[src/design/cpu_pkg.sv]
package cpu_pkg;

	localparam int XLEN = 32;
	localparam int REG_COUNT = 32;
	localparam int REG_BITS = 5;
	localparam int IMEM_DEPTH = 256;
	localparam int DMEM_DEPTH = 256;
	localparam int IMEM_ADDR_BITS = 8;
	localparam int DMEM_ADDR_BITS = 8;

	////////////////////
	// Instruction fields
	localparam int OPC_HI = 31;
	localparam int OPC_LO = 27;
	localparam int RD_HI = 26;
	localparam int RD_LO = 22;
	localparam int RS_HI = 21;
	localparam int RS_LO = 17;
	localparam int RT_HI = 16;
	localparam int RT_LO = 12;
	// Immediate overlaps rt, so SW and branches take their second source from rd
	localparam int IMM_HI = 16;
	localparam int IMM_LO = 0;
	localparam int IMM_BITS = IMM_HI - IMM_LO + 1;

	// Branch condition select
	localparam logic [1:0] CMP_NONE = 2'd0;
	localparam logic [1:0] CMP_EQ = 2'd1;
	localparam logic [1:0] CMP_NE = 2'd2;
	localparam logic [1:0] CMP_LT = 2'd3;

	////////////////////
	typedef enum logic [4:0] {
		OP_NOP = 5'd0,
		OP_ADD = 5'd1,
		OP_SUB = 5'd2,
		OP_AND = 5'd3,
		OP_OR = 5'd4,
		OP_XOR = 5'd5,
		OP_SLL = 5'd6,
		OP_SRL = 5'd7,
		OP_ADDI = 5'd8,
		OP_LW = 5'd9,
		OP_SW = 5'd10,
		OP_BEQ = 5'd11,
		OP_BNE = 5'd12,
		OP_BLT = 5'd13,
		OP_JMP = 5'd14,
		OP_HALT = 5'd15
	} opcode_e;

	typedef enum logic [2:0] {
		ALU_ADD, ALU_SUB, ALU_AND, ALU_OR, ALU_XOR, ALU_SLL, ALU_SRL
	} alu_op_e;

	typedef enum logic [1:0] {FWD_REG, FWD_MEM, FWD_WB} fwd_sel_e;

	typedef enum logic [1:0] {ST_LOAD, ST_RUN, ST_HALT} cpu_state_e;

	////////////////////
	typedef struct packed {
		logic [IMEM_ADDR_BITS-1:0] addr;
		logic [XLEN-1:0]           data;
	} load_word_t;

	typedef struct packed {
		alu_op_e    alu_op;
		logic       use_imm;
		logic       reg_write;
		logic       mem_read;
		logic       mem_write;
		logic       branch;
		logic       jump;
		logic       halt;
		logic [1:0] cmp_kind;
	} ctrl_t;

	typedef struct packed {
		logic                      valid;
		logic [IMEM_ADDR_BITS-1:0] pc;
		logic [XLEN-1:0]           instr;
	} if_id_t;

	typedef struct packed {
		logic                      valid;
		ctrl_t                     ctrl;
		logic [IMEM_ADDR_BITS-1:0] pc;
		logic [REG_BITS-1:0]       rd;
		logic [REG_BITS-1:0]       rs;
		logic [REG_BITS-1:0]       rt;
		logic [XLEN-1:0]           rs_data;
		logic [XLEN-1:0]           rt_data;
		logic [XLEN-1:0]           imm;
	} id_ex_t;

	typedef struct packed {
		logic                valid;
		ctrl_t               ctrl;
		logic [REG_BITS-1:0] rd;
		logic [XLEN-1:0]     result;
		logic [XLEN-1:0]     store_data;
	} ex_mem_t;

	typedef struct packed {
		logic                valid;
		ctrl_t               ctrl;
		logic [REG_BITS-1:0] rd;
		logic [XLEN-1:0]     alu_result;
		logic [XLEN-1:0]     load_data;
	} mem_wb_t;

	typedef struct packed {
		logic [REG_BITS-1:0] rd;
		logic [XLEN-1:0]     data;
	} wb_event_t;

endpackage

[src/design/pipeline_control.sv]
module pipeline_control (
	input  logic                          clock,
	input  logic                          rst_n,
	input  logic                          run,
	input  cpu_pkg::if_id_t               ifid,
	input  cpu_pkg::id_ex_t               idex,
	input  logic [cpu_pkg::REG_BITS-1:0]  mem_rd,
	input  logic                          mem_write_reg,
	input  logic [cpu_pkg::REG_BITS-1:0]  wb_rd,
	input  logic                          wb_write_reg,
	input  logic                          wb_halt,
	input  logic                          take_branch,
	output logic                          load_enable,
	output logic                          fetch_enable,
	output cpu_pkg::ctrl_t                ctrl,
	output logic                          stall,
	output logic                          flush,
	output cpu_pkg::fwd_sel_e             fwd_a,
	output cpu_pkg::fwd_sel_e             fwd_b,
	output logic                          halted
);
	import cpu_pkg::*;

	cpu_state_e state;
	logic halt_seen;
	opcode_e opcode;
	ctrl_t dec;
	logic [REG_BITS-1:0] dec_rs, dec_src_b;
	logic uses_a, uses_b, load_use, ex_redirect, dec_halt;

	// Memory stage wins over writeback
	function automatic fwd_sel_e pick_source(input logic [REG_BITS-1:0] src,
			input logic [REG_BITS-1:0] m_rd, input logic m_wr,
			input logic [REG_BITS-1:0] w_rd, input logic w_wr);
		if (m_wr && m_rd != '0 && m_rd == src) begin
			return FWD_MEM;
		end
		if (w_wr && w_rd != '0 && w_rd == src) begin
			return FWD_WB;
		end
		return FWD_REG;
	endfunction

	////////////////////
	// Decode
	assign opcode = opcode_e'(ifid.instr[OPC_HI:OPC_LO]);

	always_comb begin
		dec = '0;
		dec.cmp_kind = CMP_NONE;
		case (opcode)
			OP_ADD, OP_SUB, OP_AND, OP_OR, OP_XOR, OP_SLL, OP_SRL: begin
				dec.reg_write = 1'b1;
			end
			OP_ADDI: begin
				dec.use_imm = 1'b1;
				dec.reg_write = 1'b1;
			end
			OP_LW: begin
				dec.use_imm = 1'b1;
				dec.reg_write = 1'b1;
				dec.mem_read = 1'b1;
			end
			OP_SW: begin
				dec.use_imm = 1'b1;
				dec.mem_write = 1'b1;
			end
			OP_BEQ: begin
				dec.branch = 1'b1;
				dec.cmp_kind = CMP_EQ;
			end
			OP_BNE: begin
				dec.branch = 1'b1;
				dec.cmp_kind = CMP_NE;
			end
			OP_BLT: begin
				dec.branch = 1'b1;
				dec.cmp_kind = CMP_LT;
			end
			OP_JMP:  dec.jump = 1'b1;
			OP_HALT: dec.halt = 1'b1;
			// NOP and unused encodings stay a bubble
			default: dec = '0;
		endcase
		case (opcode)
			OP_SUB:  dec.alu_op = ALU_SUB;
			OP_AND:  dec.alu_op = ALU_AND;
			OP_OR:   dec.alu_op = ALU_OR;
			OP_XOR:  dec.alu_op = ALU_XOR;
			OP_SLL:  dec.alu_op = ALU_SLL;
			OP_SRL:  dec.alu_op = ALU_SRL;
			default: dec.alu_op = ALU_ADD;
		endcase
	end

	// Second source is rd for stores and branches
	assign dec_rs = ifid.instr[RS_HI:RS_LO];
	assign dec_src_b = (dec.mem_write | dec.branch) ? ifid.instr[RD_HI:RD_LO]
		: ifid.instr[RT_HI:RT_LO];
	assign uses_a = dec.reg_write | dec.mem_write | dec.branch;
	assign uses_b = (dec.reg_write & ~dec.use_imm) | dec.mem_write | dec.branch;

	////////////////////
	// Hazards
	assign load_use = ifid.valid & idex.valid & idex.ctrl.mem_read & (idex.rd != '0)
		& ((uses_a & (idex.rd == dec_rs)) | (uses_b & (idex.rd == dec_src_b)));
	assign ex_redirect = idex.valid & ((idex.ctrl.branch & take_branch) | idex.ctrl.jump);
	// A HALT on the wrong path does not count
	assign dec_halt = ifid.valid & dec.halt & ~ex_redirect;

	assign stall = load_use;
	assign flush = ex_redirect | dec_halt;
	assign ctrl = (ifid.valid & ~load_use & ~ex_redirect) ? dec : '0;

	assign fwd_a = pick_source(idex.rs, mem_rd, mem_write_reg, wb_rd, wb_write_reg);
	assign fwd_b = pick_source(idex.rt, mem_rd, mem_write_reg, wb_rd, wb_write_reg);

	////////////////////
	// Run state
	always_ff @(posedge clock) begin
		if (!rst_n) begin
			state <= ST_LOAD;
			halt_seen <= 1'b0;
		end else begin
			case (state)
				ST_LOAD: if (run) state <= ST_RUN;
				ST_RUN:  if (wb_halt) state <= ST_HALT;
				ST_HALT: state <= ST_HALT;
				default: state <= ST_LOAD;
			endcase
			if (dec_halt) begin
				halt_seen <= 1'b1;
			end
		end
	end

	assign load_enable = (state == ST_LOAD);
	// Nothing past a HALT is fetched
	assign fetch_enable = (state == ST_RUN) & ~halt_seen & ~load_use;
	assign halted = (state == ST_HALT);

endmodule

[config.mk]
export PLATFORM = sky130hd
export DESIGN_NAME = pipeline_control
export DESIGN_NICKNAME = d
export VERILOG_FILES = /design/src/design/cpu_pkg.sv /design/src/design/pipeline_control.sv
export SDC_FILE = /design/constraint.sdc
export NUM_CORES = 1
export LEC_CHECK = 0
export BUFFER_PORTS_ARGS = -buffer_cell sky130_fd_sc_hd__buf_2
export CORE_AREA = 2 2 82 84
export DETAILED_ROUTE_END_ITERATION = 10
export DIE_AREA = 0 0 84 86
export GPL_ROUTABILITY_DRIVEN = 1
export PLACE_DENSITY = 0.64
export SYNTH_ARGS = -nofsm -noshare
export SYNTH_HDL_FRONTEND = slang
export SYNTH_SLANG_ARGS = --single-unit
[constraint.sdc]
create_clock -name clock -period 1.46 [get_ports clock]
set_clock_uncertainty 0.05 [all_clocks]
set_input_delay 0.073 -clock clock [delete_from_list [all_inputs] [get_ports clock]]
set_output_delay 0.073 -clock clock [all_outputs]
set_load 0.05 [all_outputs]
* Word level (Yosys, flattened, before mapping)
Index checks and enable logic that the tools add are counted.
** Word-level totals
- Output and inout port bits :: 21
- Word-level logic and storage cells :: 96
- Input bits :: 190
- Register bits after elaboration :: 3
** Operators by class
- Equality and inequality tests :: 25
- Reductions and logical operators :: 14
- Bitwise gates (word level) :: 27
- Muxes and demuxes :: 28
** Operator list (number)
- 5-bit by 4-bit equality test with 1-bit output, second input constant :: 8
- 5-bit equality test :: 6
- 5-bit by 3-bit equality test with 1-bit output, second input constant :: 4
- 2-bit 2-to-1 mux :: 10
- 3-bit one-hot mux with 6 select lines :: 1
- 1-bit AND :: 15
- 5-bit nonzero test :: 3
- 1-bit 2-to-1 mux :: 13
- 12-bit 2-to-1 mux :: 1
- 2-bit one-hot mux with 3 select lines :: 2
- 5-bit by 2-bit equality test with 1-bit output, second input constant :: 2
- 9-bit OR reduction :: 1
- 1-bit bitwise OR :: 8
- 1-bit logical AND :: 6
- 3-bit OR reduction :: 2
- 5-bit by 1-bit equality test with 1-bit output, second input constant :: 1
- 5-bit 2-to-1 mux :: 1
- 2-bit != test, second input constant :: 2
- 1-bit NOT :: 4
- 2-bit by 1-bit equality test with 1-bit output, second input constant :: 1
- 2-bit equality test, second input constant :: 1
- 2-bit logical NOT :: 1
- 2-bit AND reduction :: 1

* Longest topological paths before layout
- Depth in word-level cells :: 14
- Mapped depth :: 8

* Worst setup path before layout
OpenSTA, ideal clock, no wires.
- Path type :: input -> output
- From :: input mem_rd[1] (netlist name)
- To :: output fwd_a[1]
- Slack :: -1.313 ns
- Buffers on the path :: 0
- Stages on the path :: 4
- Arrival time :: 2.650 ns
- Path through :: or4_1 > o21ai_0 > nor4_1 > nor4_1
** On the way
- Cells in the longest elaborated chain, start to end :: 5
** RTL lines
- start: declaration :: RTL line pipeline_control.sv:7 : input logic [cpu_pkg::REG_BITS-1:0] mem_rd,
- 5-bit nonzero test :: RTL line pipeline_control.sv:35 : if (m_wr && m_rd != '0 && m_rd == src) begin
- 1-bit logical AND :: RTL line pipeline_control.sv:35
- 1-bit logical AND * :: RTL line pipeline_control.sv:35
- 1-bit 2-to-1 mux * :: RTL line pipeline_control.sv:35
- 2-bit 2-to-1 mux * :: RTL line pipeline_control.sv:38 : if (w_wr && w_rd != '0 && w_rd == src) begin
- end: declaration :: RTL line pipeline_control.sv:18 : output cpu_pkg::fwd_sel_e fwd_a,
Every way passes the cells marked *; elsewhere a longest branch is shown, timed or not.

==> reports/metrics.cfg <==
[cells_and_area]
post_layout_nonfiller_instances = 327
finish.utilization_pct = 35.1
num_antenna_cells = 0
drive_above_1_share_pct = 62.8
multi_input_area_um2 = 1110
syn_to_final_growth_pct = 120
ff_latch_area_um2 = 60.1
layout.filler_cells = 657
layout.nets = 444

[synthesis]
synthDominantCellAreaShare_pct = 19.3
syn_area_per_cell_um2 = 7.68
synth-seq-area-share_pct = 6.02
mappedNetlistArea_um2 = 998
synth-edff-count = 0
syn-num-nets = 323
synth_commonest_cells = 22 x xor2_1, 11 x nand2b_1, 10 x xnor2_1
syn-instance-count = 130
synth.most_common_cell = xor2_1
yosys_warnings = 0
yosys_register_bits = 3
synthFlopType = dfxtp_1
synthDominantAreaCellType = xor2_1
synth_cell_types = 41
synth-async-reset-ratio_pct = 0
synthTopCellsByArea = xor2_1 19%, xnor2_1 8.8%, nand2b_1 6.9%, dfxtp_1 6.0%, or4_1 6.0%

[cts]
clkLatencyLatePin_ns = 0.21
worst_setup_hold_path_clk_slew_ns = 0.03
cts_inserted_buffers = 3
clock_sinks = 3
clock_tree.buffer_depth = 2
tritoncts = built
h-tree-depth = 1
clk_root_buffer_cell = clkbuf_8
ctsHoldBuffers = 0

[global_route]
globalRoute.totalOverflow = 0
grt_start_max_net_pins = 12
global_route_wire_length_before_repair_um = 6710
grt_util_met3_pct = 2.21
grt_most_used_layer = met2
antenna_found_initial = 0
grt.met1_usage_pct = 12.1
first_global_vias = 1462
grt_usage_pct = 11.4
globalRouteMet2Util_pct = 22.7

[critical_path]
critPathCaptureType = primary output
timing.critical_path.required_ns = 1.34
timing.critical_path.from_type = primary input
path_max_fanout = 11
critical_path.top_delay_family = simple AND/OR/NAND/NOR gates
r2r_setup_slack_ns = 0.26
crit_path_cell_trace = buf_8, or4_4, o21ai_4, nor2_1, a21o_1, buf_12, nor4_4, buf_6
cpPeakStageDelay_ns = 0.53
crit-reg2reg-capture = state[1]$_SDFFE_PN0P_
timing.critical_path.to = ctrl[7]
critical_path.reg2reg.startpoint = state[1]$_SDFFE_PN0P_
worst-endpoint-arrival_ns = 1.77
reg2reg_depth = 6
timing.critical_path.buf_inv = 3
timing.critical_path.depth = 8
criticalPathCategory = in -> out
cp_slowest_cell = or4_4
timing.critical_path.from = idex[107]

[placement]
placed_instance_count = 322
gp_routability_congestion = 0.835
place.detailed.hpwl_um = 3630
buffer_ports.inserted = 77

[floorplan]
placement_rows = 29
fp.coreArea_um2 = 6280
die_x_um = 84
initial_core_util_pct = 15.9
die_area_um2 = 7220
io-pin-count = 211
die_outline_height_um = 86

[pwr]
cellInternalPower_w = 0.000581
netSwitchingFraction_pct = 41.9
power.static_leakage_nw = 0.961
worst_voltage_drop_across_the_vdd_grid_uv = 330
power_frac_clock_pct = 24.0
power_per_cell_area_nw_per_um2 = 454
comb_power_share_pct = 66.2
sequentialPowerShare_pct = 9.9
switchingPower_w = 0.000419

[run_status]
outcome = finished, violations left
violations = negative setup slack

[sta]
setup_repair_after_global_routing_missed_its_margin = true
worstMarginPinSlew_ns = 0.329
finalWorstPathRequiredPeriod_ns = 1.89
drv_slew = 0
finalHoldWorstSlack_ns = 0.0587
finalCritPeriodShare_pct = 130
timing.fmax_ghz = 0.529
headroom_to_the_max_slew_limit_pct = 78.0
final_critical_path_setup_slack_ns = -0.432
setup_violations = 14
final_hold_viol_count = 0

[routing]
via_count = 1427
drt_first_iter_violations = 16
detail_route.wirelength_um = 4190
viasPerCell = 4.36
remaining_routing_drc_violations = 0
post_drt_wl_per_cell_um = 12.8
first_pass_iters = 4
antenna_left = 0

[job]
drv_cap = 0

[min_path]
worstHoldPathType = in -> reg

[cell type report]
type,instances,area share (%)
timing repair buffer,121,39.7
inverter,4,0.682
tap,77,4.38
multi-input combinational,118,50.4
sequential,3,2.73
clock buffer,4,2.05
[sequential cells by signal (all words and copies together) (netlist names)]
name / count
state: 2
halt_seen: 1
[cells in the final DEF (no fill, tap or decap), drive strengths merged, types with 2 or more instances in the layout]
master / instances
nand3: 4
buf: 121
xnor2: 10
ha: 3
nor4: 8
o21ai: 4
nand2b: 11
a21oi: 6
xor2: 22
inv: 4
a2111oi: 4
nand2: 7
nor2: 8
or4: 9
a21o: 2
clkbuf: 4
dfxtp: 3
nor3: 7
[power by group through the flow]
| stage | combinational, W | sequential [W] | clock (W) |
|---|---|---|---|
| after global routing | 0.000711 | 0.0000995 | 0.000255 |
| after detailed placement | 0.000604 | 0.0000999 | 0 |
| after CTS | 0.000648 | 0.0000989 | 0.000251 |
| after global placement | 0.000590 | 0.0000993 | 0 |
| after floorplan | 0.000337 | 0.0000982 | 0 |
| final | 0.000661 | 0.0000985 | 0.000240 |
[what timing repair did]
item                       4_1_cts  5_1_grt
gates resized for setup         47       13
setup endpoints to repair       14       17
buffers inserted                 2        0
pin swaps                        5        2
[metal layers]
layer	vias to the layer above	part of all wire (%)
met5	-	0
met4	0	1.6
met3	6	6.5
met2	60	55
met1	643	36
li1	718	-
[metrics by stage]
stage	cell area (um2)	worst slack, ns	TNS [ns]	total power (W)
2_1_floorplan	1150	-0.509	-4.06	0.000436
3_3_place_gp	1930	-0.520	-5.94	0.000690
3_5_place_dp	1930	-0.526	-6.10	0.000704
4_1_cts	2150	-0.426	-4.49	0.000997
5_1_grt	2200	-0.522	-6.03	0.00107
6_report	2200	-0.432	-4.53	0.00100
[worst min-delay path by stage]
stage               slack (ns)  cells after the start  startpoint                endpoint
floorplan                 0.14                      1       rst_n  halt_seen$_SDFFE_PN0P_
CTS                       0.05                      2       rst_n  halt_seen$_SDFFE_PN0P_
global route              0.06                      2       rst_n  halt_seen$_SDFFE_PN0P_
detailed placement        0.28                      2       rst_n  halt_seen$_SDFFE_PN0P_
global placement          0.27                      2       rst_n  halt_seen$_SDFFE_PN0P_
finish                    0.06                      2       rst_n  halt_seen$_SDFFE_PN0P_
[kinds of logic (layout without fill, tap and decap cells)]
| kind of cell | Yosys count | after routing | synth area share (%) |
|---|---|---|---|
| AO/OA/AOI/OAI | 20 | 20 | 15.0 |
| XOR/XNOR | 32 | 32 | 28.1 |
| adder cells (fa/ha/maj) | 4 | 4 | 4.76 |
| buffers and inverters | 9 | 129 | 4.64 |
| flip-flops | 3 | 3 | 6.02 |
| multiplexers | 1 | 1 | 1.00 |
| AND/OR/NAND/NOR | 61 | 61 | 40.5 |
Power figures use the tool's default switching activity.
